## config.mk

```make
export PLATFORM = sky130hd
export DESIGN_NAME = replay_top
export DESIGN_NICKNAME = d
export VERILOG_FILES = /design/src/rtl/replay_pkg.sv /design/src/rtl/mem_to_fifo.sv /design/src/rtl/replay_fifo.sv /design/src/rtl/replay_regs.sv /design/src/rtl/replay_top.sv /design/src/rtl/replay_tx.sv
export VERILOG_INCLUDE_DIRS = /design/src /design/src/rtl
export SDC_FILE = /design/constraint.sdc
export NUM_CORES = 2
export LEC_CHECK = 0
export BUFFER_PORTS_ARGS = -buffer_cell sky130_fd_sc_hd__clkbuf_2
export CAP_MARGIN = 5
export CORE_UTILIZATION = 60
export CTS_CLUSTER_DIAMETER = 30
export DETAILED_ROUTE_END_ITERATION = 6
export PLACE_DENSITY = 0.83
export SLEW_MARGIN = 10
export SYNTH_ARGS = -nofsm -noshare
export SYNTH_HDL_FRONTEND = slang
export SYNTH_HIERARCHICAL = 1
export SYNTH_SLANG_ARGS = --single-unit
```

## constraint.sdc

```tcl
create_clock -name clk -period 11.45 [get_ports clk]
set_input_delay 2.29 -clock clk [delete_from_list [all_inputs] [get_ports clk]]
set_output_delay 2.29 -clock clk [all_outputs]
set_load 0.02 [all_outputs]
```

## src/rtl/replay_config.svh

```systemverilog
`ifndef REPLAY_CONFIG_SVH
`define REPLAY_CONFIG_SVH

// Queue count and datapath widths
`define REPLAY_NUM_QUEUES   4
`define REPLAY_ADDR_W       16
`define REPLAY_BEAT_W       32
`define REPLAY_COUNT_W      16

// Buffer entries, one per two-beat burst
`define REPLAY_FIFO_DEPTH   8

// Global registers
`define REPLAY_REG_CTRL     8'h40
`define REPLAY_REG_STATUS   8'h44
`define REPLAY_REG_SENT     8'h48

// Per-queue block at stride times queue number
`define REPLAY_REG_Q_STRIDE 8'h10
`define REPLAY_REG_Q_EN     4'h0
`define REPLAY_REG_Q_LOW    4'h4
`define REPLAY_REG_Q_HIGH   4'h8
`define REPLAY_REG_Q_COUNT  4'hC

`endif

```

## src/rtl/replay_pkg.sv

```systemverilog
`include "replay_config.svh"

package replay_pkg;

    // Word address into the replay memory
    typedef logic [`REPLAY_ADDR_W-1:0] mem_addr_t;

    // One memory beat
    typedef logic [`REPLAY_BEAT_W-1:0] beat_t;

    // Packed burst, first beat in the low half
    typedef logic [2*`REPLAY_BEAT_W-1:0] entry_t;

    // Remaining passes over a window
    typedef logic [`REPLAY_COUNT_W-1:0] count_t;

    // Queue number
    typedef logic [$clog2(`REPLAY_NUM_QUEUES)-1:0] qid_t;

    // Fill level, wide enough to hold a full FIFO
    typedef logic [$clog2(`REPLAY_FIFO_DEPTH+1)-1:0] level_t;

    // Software view of one queue
    typedef struct packed {
        logic      enable;
        mem_addr_t low;
        mem_addr_t high;
        count_t    count;
    } queue_cfg_t;

    // Read data beat from memory
    typedef struct packed {
        logic  rvalid;
        beat_t rdata;
    } mem_rsp_t;

    typedef enum logic {IDLE, RUN} sched_state_t;

endpackage

```

## src/rtl/mem_to_fifo.sv

```systemverilog
`include "replay_config.svh"

module mem_to_fifo
    import replay_pkg::*;
(
    input  logic       clk,
    input  logic       arst_n,
    input  queue_cfg_t qcfg [`REPLAY_NUM_QUEUES],
    input  logic       start,
    input  logic       soft_rst,
    output logic       mem_req,
    output mem_addr_t  mem_addr,
    input  logic       mem_busy,
    input  mem_rsp_t   mem_rsp,
    output logic       fifo_wr,
    output entry_t     fifo_din,
    input  level_t     level,
    output logic       busy
);

    sched_state_t            state;
    qid_t                    ptr;
    mem_addr_t               cur_addr  [`REPLAY_NUM_QUEUES];
    count_t                  cur_count [`REPLAY_NUM_QUEUES];
    level_t                  credits;
    level_t                  credits_nxt;
    level_t                  drop_cnt;
    logic                    phase;
    beat_t                   low_beat;
    logic                    eligible;
    logic                    any_work;
    logic                    credit_ok;
    logic                    issue;
    logic                    pair_done;
    logic [$bits(level_t):0] demand;

    // Run ends once no enabled queue has passes left
    always_comb begin
        any_work = 1'b0;
        for (int q = 0; q < `REPLAY_NUM_QUEUES; q++) begin
            if (qcfg[q].enable && (cur_count[q] != '0)) begin
                any_work = 1'b1;
            end
        end
    end

    assign eligible  = qcfg[ptr].enable && (cur_count[ptr] != '0);

    // Stored entries, reads in flight and the entry being written
    assign demand    = {1'b0, level} + {1'b0, credits} + fifo_wr;
    assign credit_ok = demand < `REPLAY_FIFO_DEPTH;

    // Request only when the memory can take it this cycle
    assign issue     = (state == RUN) && eligible && !mem_busy && credit_ok;
    assign mem_req   = issue;
    assign mem_addr  = cur_addr[ptr];

    // Second beat of a burst
    assign pair_done = mem_rsp.rvalid && phase;

    always_comb begin
        credits_nxt = credits;
        if (issue && !pair_done) begin
            credits_nxt = credits + 1'b1;
        end else if (!issue && pair_done) begin
            credits_nxt = credits - 1'b1;
        end
    end

    // Round-robin scheduler with per-queue address and count
    always_ff @(posedge clk or negedge arst_n) begin
        if (!arst_n) begin
            state <= IDLE;
            ptr   <= '0;
            for (int q = 0; q < `REPLAY_NUM_QUEUES; q++) begin
                cur_addr[q]  <= '0;
                cur_count[q] <= '0;
            end
        end else if (soft_rst) begin
            state <= IDLE;
            ptr   <= '0;
            for (int q = 0; q < `REPLAY_NUM_QUEUES; q++) begin
                cur_addr[q]  <= '0;
                cur_count[q] <= '0;
            end
        end else if (start) begin
            // Reload every window from the top
            state <= RUN;
            ptr   <= '0;
            for (int q = 0; q < `REPLAY_NUM_QUEUES; q++) begin
                cur_addr[q]  <= qcfg[q].low;
                cur_count[q] <= qcfg[q].count;
            end
        end else if (state == RUN) begin
            if (!any_work) begin
                state <= IDLE;
            end else if (!eligible) begin
                // Nothing to do here, try the next queue
                ptr <= ptr + 1'b1;
            end else if (issue) begin
                ptr <= ptr + 1'b1;
                // Last word of the window, wrap and spend one pass
                if (cur_addr[ptr] == qcfg[ptr].high - 1'b1) begin
                    cur_addr[ptr]  <= qcfg[ptr].low;
                    cur_count[ptr] <= cur_count[ptr] - 1'b1;
                end else begin
                    cur_addr[ptr] <= cur_addr[ptr] + 1'b1;
                end
            end
        end
    end

    // Credits, drop tracking and write strobe
    always_ff @(posedge clk or negedge arst_n) begin
        if (!arst_n) begin
            credits  <= '0;
            drop_cnt <= '0;
            phase    <= 1'b0;
            fifo_wr  <= 1'b0;
        end else begin
            credits <= credits_nxt;
            // Beat pairing survives soft reset so stale bursts stay aligned
            if (mem_rsp.rvalid) begin
                phase <= !phase;
            end
            if (soft_rst) begin
                // Everything still in flight belongs to the aborted run
                drop_cnt <= credits_nxt;
                fifo_wr  <= 1'b0;
            end else begin
                fifo_wr <= pair_done && (drop_cnt == '0);
                if (pair_done && (drop_cnt != '0)) begin
                    drop_cnt <= drop_cnt - 1'b1;
                end
            end
        end
    end

    // Two-beat packer
    always_ff @(posedge clk) begin
        if (mem_rsp.rvalid && !phase) begin
            low_beat <= mem_rsp.rdata;
        end
        if (pair_done) begin
            fifo_din <= {mem_rsp.rdata, low_beat};
        end
    end

    // Live reads are those beyond the ones being dropped
    assign busy = (state == RUN) || (credits != drop_cnt) || fifo_wr;

endmodule

```

## src/rtl/replay_fifo.sv

```systemverilog
`include "replay_config.svh"

module replay_fifo
    import replay_pkg::*;
(
    input  logic   clk,
    input  logic   arst_n,
    input  logic   soft_rst,
    input  logic   wr,
    input  entry_t din,
    input  logic   rd,
    output entry_t dout,
    output logic   empty,
    output level_t level
);

    localparam int PTR_W = $clog2(`REPLAY_FIFO_DEPTH);

    entry_t           mem [`REPLAY_FIFO_DEPTH];
    logic [PTR_W-1:0] wr_ptr;
    logic [PTR_W-1:0] rd_ptr;
    logic             do_wr;
    logic             do_rd;

    assign empty = (level == '0);
    assign do_rd = rd && !empty;
    assign do_wr = wr && (level != level_t'(`REPLAY_FIFO_DEPTH));

    // Fall-through head
    assign dout  = mem[rd_ptr];

    always_ff @(posedge clk) begin
        if (do_wr) begin
            mem[wr_ptr] <= din;
        end
    end

    // Power-of-two depth, pointers wrap on their own
    always_ff @(posedge clk or negedge arst_n) begin
        if (!arst_n) begin
            wr_ptr <= '0;
            rd_ptr <= '0;
            level  <= '0;
        end else if (soft_rst) begin
            wr_ptr <= '0;
            rd_ptr <= '0;
            level  <= '0;
        end else begin
            if (do_wr) begin
                wr_ptr <= wr_ptr + 1'b1;
            end
            if (do_rd) begin
                rd_ptr <= rd_ptr + 1'b1;
            end
            if (do_wr && !do_rd) begin
                level <= level + 1'b1;
            end else if (!do_wr && do_rd) begin
                level <= level - 1'b1;
            end
        end
    end

endmodule

```

## src/rtl/replay_regs.sv

```systemverilog
`include "replay_config.svh"

module replay_regs
    import replay_pkg::*;
(
    input  logic        clk,
    input  logic        arst_n,
    input  logic        psel,
    input  logic        penable,
    input  logic        pwrite,
    input  logic [7:0]  paddr,
    input  logic [31:0] pwdata,
    output logic [31:0] prdata,
    output logic        pready,
    output logic        pslverr,
    output queue_cfg_t  qcfg [`REPLAY_NUM_QUEUES],
    output logic        start,
    output logic        soft_rst,
    input  logic        busy,
    input  logic [31:0] sent_count
);

    logic       access;
    logic       wr_en;
    logic       in_queues;
    logic       addr_hit;
    qid_t       q_sel;
    logic [3:0] field;

    // Access phase is always a single cycle
    assign pready    = 1'b1;
    assign access    = psel && penable;
    assign wr_en     = access && pwrite;

    // Queue blocks sit below the global registers
    assign in_queues = paddr < `REPLAY_REG_CTRL;
    assign q_sel     = qid_t'(paddr / `REPLAY_REG_Q_STRIDE);
    assign field     = paddr[3:0];

    // Control pulses straight from the access cycle
    assign start     = wr_en && (paddr == `REPLAY_REG_CTRL) && pwdata[0];
    assign soft_rst  = wr_en && (paddr == `REPLAY_REG_CTRL) && pwdata[1];

    assign pslverr   = access && !addr_hit;

    // Read mux and address decode
    always_comb begin
        addr_hit = 1'b0;
        prdata   = '0;
        if (in_queues) begin
            case (field)
                `REPLAY_REG_Q_EN: begin
                    addr_hit = 1'b1;
                    prdata   = 32'(qcfg[q_sel].enable);
                end
                `REPLAY_REG_Q_LOW: begin
                    addr_hit = 1'b1;
                    prdata   = 32'(qcfg[q_sel].low);
                end
                `REPLAY_REG_Q_HIGH: begin
                    addr_hit = 1'b1;
                    prdata   = 32'(qcfg[q_sel].high);
                end
                `REPLAY_REG_Q_COUNT: begin
                    addr_hit = 1'b1;
                    prdata   = 32'(qcfg[q_sel].count);
                end
                default: ;
            endcase
        end else begin
            case (paddr)
                // Pulse bits only, reads as zero
                `REPLAY_REG_CTRL: addr_hit = 1'b1;
                `REPLAY_REG_STATUS: begin
                    addr_hit = 1'b1;
                    prdata   = 32'(busy);
                end
                `REPLAY_REG_SENT: begin
                    addr_hit = 1'b1;
                    prdata   = sent_count;
                end
                default: ;
            endcase
        end
    end

    // Queue configuration, written at the end of the access cycle
    always_ff @(posedge clk or negedge arst_n) begin
        if (!arst_n) begin
            for (int q = 0; q < `REPLAY_NUM_QUEUES; q++) begin
                qcfg[q] <= '0;
            end
        end else if (wr_en && in_queues) begin
            case (field)
                `REPLAY_REG_Q_EN:    qcfg[q_sel].enable <= pwdata[0];
                `REPLAY_REG_Q_LOW:   qcfg[q_sel].low    <= mem_addr_t'(pwdata);
                `REPLAY_REG_Q_HIGH:  qcfg[q_sel].high   <= mem_addr_t'(pwdata);
                `REPLAY_REG_Q_COUNT: qcfg[q_sel].count  <= count_t'(pwdata);
                default: ;
            endcase
        end
    end

endmodule

```

## src/rtl/replay_top.sv

```systemverilog
`include "replay_config.svh"

module replay_top
    import replay_pkg::*;
(
    input  logic        clk,
    input  logic        arst_n,
    input  logic        psel,
    input  logic        penable,
    input  logic        pwrite,
    input  logic [7:0]  paddr,
    input  logic [31:0] pwdata,
    output logic [31:0] prdata,
    output logic        pready,
    output logic        pslverr,
    output logic        mem_req,
    output mem_addr_t   mem_addr,
    input  logic        mem_busy,
    input  mem_rsp_t    mem_rsp,
    output logic        out_valid,
    output entry_t      out_data,
    input  logic        out_ready
);

    queue_cfg_t  qcfg [`REPLAY_NUM_QUEUES];
    logic        start;
    logic        soft_rst;
    logic        busy;
    logic [31:0] sent_count;
    logic        fifo_wr;
    entry_t      fifo_din;
    level_t      level;
    logic        fifo_rd;
    entry_t      fifo_dout;
    logic        fifo_empty;

    // Software interface
    replay_regs i_replay_regs (
        .clk, .arst_n, .psel, .penable, .pwrite, .paddr, .pwdata,
        .prdata, .pready, .pslverr, .qcfg, .start, .soft_rst, .busy, .sent_count
    );

    // Producer, scheduler and packer
    mem_to_fifo i_mem_to_fifo (
        .clk, .arst_n, .qcfg, .start, .soft_rst, .mem_req, .mem_addr,
        .mem_busy, .mem_rsp, .fifo_wr, .fifo_din, .level, .busy
    );

    replay_fifo i_replay_fifo (
        .clk, .arst_n, .soft_rst, .wr(fifo_wr), .din(fifo_din), .rd(fifo_rd),
        .dout(fifo_dout), .empty(fifo_empty), .level
    );

    // Consumer onto the output stream
    replay_tx i_replay_tx (
        .clk, .arst_n, .soft_rst, .start, .fifo_rd, .fifo_dout, .fifo_empty,
        .out_valid, .out_data, .out_ready, .sent_count
    );

endmodule

```

## src/rtl/replay_tx.sv

```systemverilog
`include "replay_config.svh"

module replay_tx
    import replay_pkg::*;
(
    input  logic        clk,
    input  logic        arst_n,
    input  logic        soft_rst,
    input  logic        start,
    output logic        fifo_rd,
    input  entry_t      fifo_dout,
    input  logic        fifo_empty,
    output logic        out_valid,
    output entry_t      out_data,
    input  logic        out_ready,
    output logic [31:0] sent_count
);

    logic xfer;
    logic load;

    assign xfer    = out_valid && out_ready;

    // Refill when the holding register is free or leaving this cycle
    assign load    = !fifo_empty && (!out_valid || out_ready);
    assign fifo_rd = load;

    always_ff @(posedge clk or negedge arst_n) begin
        if (!arst_n) begin
            out_valid <= 1'b0;
        end else if (soft_rst) begin
            out_valid <= 1'b0;
        end else if (load) begin
            out_valid <= 1'b1;
        end else if (xfer) begin
            out_valid <= 1'b0;
        end
    end

    always_ff @(posedge clk) begin
        if (load) begin
            out_data <= fifo_dout;
        end
    end

    // Completed transfers since the last start
    always_ff @(posedge clk or negedge arst_n) begin
        if (!arst_n) begin
            sent_count <= '0;
        end else if (soft_rst || start) begin
            sent_count <= '0;
        end else if (xfer) begin
            sent_count <= sent_count + 1'b1;
        end
    end

endmodule

```

==> qor.yml <==
routing:
  drc: 1
  via_per_inst: 6.998
  first_pass_iters: 7
  routed_wl_mm: 128.4
  vias: 28390
  route.antenna.remaining_nets: 0
  avgRoutedWirePerCell_um: 31.64
  first_iter_violations: 3662
setup_path:
  critPathMostFrequentCell: "sky130_fd_sc_hd__buf_4"
  critical_path.max_fanout: 48
  timing.setup.critical_path_class: "in2out"
  cp-end-kind: "output port"
  worstPathArrival_ps: 5450
  path_cells: "buf_4 > buf_4 > nor4b_1 > and3_1 > a22oi_1 > o21ai_0 > clkbuf_2"
  r2r.worst_path.cells: 12
  cp.depth: 7
  r2r_slack_ps: 4710
  worstReg2RegEnd: "i_mem_to_fifo/cur_count[19]"
  r2r-start: "i_mem_to_fifo/ptr[0]"
  cp_slowest_cell: "sky130_fd_sc_hd__and3_1"
  setup.worst_path.start_class: "input pin"
  slowest_delay_ps: 1040
  critPathRequiredTime_ps: 9160
  crit_family: "simple AND/OR/NAND/NOR gates"
  worst-path-buf-inv: 3
min_path:
  hold_class: "reg2reg"
  hold_start: "i_mem_to_fifo/low_beat[9]"
  worst_hold_path.num_cells: 0
  holdPathEnd: "i_mem_to_fifo/fifo_din[9]"
floorplanning:
  floorplan.initialDensity_pct: 60.90
  die_height_um: 277.4
  die_area_um2: 76930
  die_width_um: 277.4
  floorplan.core_area_um2: 74700
  fp-row-count: 100
  floorplan.io_pins: 196
global_routing:
  global_route.usage.met2_pct: 53.78
  largest_net_degree_at_the_start_of_global_routing: 100
  grt_antenna_before_repair: 16
  grt.overflow.total: 0
  groute.layer.met3.usage_pct: 8.010
  track_usage_pct: 33.73
  grt_pass1_wl_mm: 190.8
  top_usage_layer: "met2"
  grt_pass1_vias: 29370
  use_met1_pct: 44.04
logic_synthesis:
  netlist_instances: 2711
  postSynthNetCount: 2811
  synth_area_um2: 45490
  ys_dominant_reg_cell: "sky130_fd_sc_hd__edfxtp_1"
  synth_top_area_cell: "sky130_fd_sc_hd__edfxtp_1"
  synth-edff-count: 672
  yosys_warnings: 6
  post-synth-top-area-fraction_pct: 44.36
  synth_area_leaders: "sky130_fd_sc_hd__edfxtp_1 (44%), sky130_fd_sc_hd__dfrtp_1 (21%), sky130_fd_sc_hd__mux4_2 (12%), sky130_fd_sc_hd__mux2_2 (6.3%), sky130_fd_sc_hd__a22oi_1 (1.8%)"
  ys_async_sr_fraction_pct: 36.12
  flops_latches_synth: 1052
  postSynthAreaPerCell_um2: 16.78
  post_synth_num_cell_types: 76
  synth-seq-area-share_pct: 65.26
cts:
  cts_hold_repair.buffers: 0
  clkTransAtPathRegs_ps: 50
  cts-root-to-sink-buffers: 3
  ctsResizeCount: 0
  tritoncts.num_buffers: 170
  cts-htree-levels: 4
  clk-insertion-delay-late_ps: 770
  cts.repair_timing.setup_buffer_count: 0
  clockRootBuffer: "sky130_fd_sc_hd__clkbuf_16"
  cts_tree: "done"
  clock_sinks: 1052
outcome:
  status: "complete, but fails checks"
  failed_checks: "DRC"
power_and_ir_drop:
  static-leakage-power_nw: 20.47
  share_seq_of_total_power_pct: 40.4
  portion_of_total_power_attributed_to_combinational_logic_pct: 14.8
  sw_frac_of_total_pct: 27.90
  powerDensity_nw_per_um2: 225.4
  net-switching-power_mw: 3.350
  power.ir.vdd_worst_v: 0.0001333
  internal_power_mw: 8.656
  clkPwrFrac_pct: 44.7
sta:
  timing.final.hold_violations: 0
  fin_crit_sh_pct: 67.63
  tns_ps: 0
  tightest_slew_ps: 1309
  rsz_0062_raised_after_global_routing: "false"
  final_max_slew_viol_count: 0
  worst_clock_skew_ps: 51.28
  post_layout_min_period_ps: 7743
  final_report_setup_violation_count: 0
  achievable-frequency_mhz: 129.1
  setup_slack_after_layout_ps: 3707
  timing.max_slew.rel_slack_pct: 11.90
placement:
  post-place-cells: 3727
  routabilityCongestion: 0.9228
  hpwl_mm: 69.50
  port_buffers: 178
  placement.setup.worst_slack_ps: 3829
final_layout:
  syn2layout_area_growth_pct: 17.11
  fillCellCount: 4204
  layout_commonest_cell: "sky130_fd_sc_hd__edfxtp_1"
  finalNonFillerCells: 4057
  nets: 3031
  final_core_utilization_pct: 71.33
  layout.cells.most_common_list: "sky130_fd_sc_hd__edfxtp_1 (672), sky130_fd_sc_hd__dfrtp_1 (375), sky130_fd_sc_hd__mux2_2 (256)"
  share_of_cells_above_drive_strength_1_pct: 34.63
job:
  cap_viol_max_count: 0
==> metal layers <==
| layer | share of wire [%] | up-vias |
|---|---|---|
| li1 | - | 11250 |
| met1 | 35 | 14490 |
| met2 | 49 | 2163 |
| met3 | 11 | 479 |
| met4 | 5.0 | 10 |
| met5 | 0.051 | - |
==> power groups by stage <==
stage          clock network [mW]  logic [mW]  registers, mW
5_1_grt                      5.57        1.87           4.88
3_5_place_dp                    0        1.69           4.90
4_1_cts                      5.40        1.78           4.85
2_1_floorplan                   0        1.17           4.86
6_report                     5.37        1.78           4.86
3_3_place_gp                    0        1.63           4.86
==> per-stage QoR <==
stage / area [um2] / hold WS, ps / power [mW]
after global routing: 53260 / 423.6 / 12.32
after floorplan: 45490 / 400.3 / 6.033
final: 53280 / 394.0 / 12.01
after CTS: 53240 / 396.2 / 12.04
after detailed placement: 47190 / 404.5 / 6.588
after global placement: 47190 / 403.4 / 6.491
==> logic make-up after synthesis <==
logic type	count (synthesis)	share of synthesized area, %
compound gates	364	5.349
buf+inv	196	2.030
other cells	1	0.008243
fa+ha+maj	21	0.5886
simple gates	428	5.118
xor+xnor	75	1.444
mux	574	20.20
flops	1052	65.26
==> flip-flops by register name, summed over array words and instances, names as in the netlist, 32 cells and up <==
signal / cells
i_mem_to_fifo/cur_count: 64
i_replay_fifo/mem: 512
i_mem_to_fifo/cur_addr: 64
i_mem_to_fifo/low_beat: 32
i_replay_tx/out_data: 64
i_replay_tx/sent_count: 32
i_mem_to_fifo/fifo_din: 64
i_replay_regs/qcfg: 196
==> worst max-delay path by stage <==
stage / end / slack, ps / startpoint
after floorplan: i_replay_fifo/mem[0][0] / 3780 / i_replay_fifo/level[3]
after global placement: prdata[2] / 3890 / paddr[4]
after detailed placement: prdata[2] / 3830 / paddr[4]
after CTS: prdata[2] / 3820 / paddr[4]
after global routing: prdata[2] / 3560 / paddr[4]
final: prdata[2] / 3710 / paddr[4]
==> worst reg2reg max path, stage by stage, from the launching register on <==
cell and delay (ps):
sky130_fd_sc_hd__dfrtp_4 880, sky130_fd_sc_hd__buf_4 820, sky130_fd_sc_hd__mux4_2 740, sky130_fd_sc_hd__inv_1 90
sky130_fd_sc_hd__ha_1 250, sky130_fd_sc_hd__inv_1 80, sky130_fd_sc_hd__nor3_1 630, sky130_fd_sc_hd__a21boi_0 270
sky130_fd_sc_hd__o32a_1 410, sky130_fd_sc_hd__a2111oi_2 410, sky130_fd_sc_hd__and2_1 700, sky130_fd_sc_hd__a21o_1 870
sky130_fd_sc_hd__mux2_1 450
==> Yosys cell counts, types with 9 or more instances <==
library cell,n
sky130_fd_sc_hd__a211oi_1,10
sky130_fd_sc_hd__a21o_1,9
sky130_fd_sc_hd__a21oi_1,46
sky130_fd_sc_hd__a22o_1,24
sky130_fd_sc_hd__a22oi_1,110
sky130_fd_sc_hd__and2_1,24
sky130_fd_sc_hd__and3_1,21
sky130_fd_sc_hd__buf_1,16
sky130_fd_sc_hd__buf_2,32
sky130_fd_sc_hd__buf_4,16
sky130_fd_sc_hd__clkbuf_1,97
sky130_fd_sc_hd__dfrtp_1,380
sky130_fd_sc_hd__edfxtp_1,672
sky130_fd_sc_hd__ha_1,19
sky130_fd_sc_hd__inv_1,24
sky130_fd_sc_hd__mux2_1,28
sky130_fd_sc_hd__mux2_2,256
sky130_fd_sc_hd__mux2_4,10
sky130_fd_sc_hd__mux2i_1,37
sky130_fd_sc_hd__mux4_2,243
sky130_fd_sc_hd__nand2_1,78
sky130_fd_sc_hd__nand2b_1,18
sky130_fd_sc_hd__nand3_1,31
sky130_fd_sc_hd__nand4_1,28
sky130_fd_sc_hd__nor2_1,91
sky130_fd_sc_hd__nor2b_1,20
sky130_fd_sc_hd__nor3_1,24
sky130_fd_sc_hd__nor4_1,27
sky130_fd_sc_hd__o21ai_0,106
sky130_fd_sc_hd__o21ai_1,10
sky130_fd_sc_hd__o31ai_1,15
sky130_fd_sc_hd__or3_1,14
sky130_fd_sc_hd__or4_1,17
sky130_fd_sc_hd__xnor2_1,48
sky130_fd_sc_hd__xor2_1,27
==> final cells by class <==
| class | instances | area [um2] | share of cell area [%] |
|---|---|---|---|
| tap | 969 | 1212 | 2.276 |
| timing repair buffer | 219 | 1211 | 2.273 |
| sequential | 1052 | 29700 | 55.75 |
| clock buffer | 200 | 4518 | 8.480 |
| clock inverter | 116 | 1534 | 2.879 |
| antenna | 13 | 32.53 | 0.06106 |
| multi-input combinational | 1463 | 14970 | 28.10 |
| inverter | 25 | 95.09 | 0.1785 |
Power figures use the tool's default switching activity.
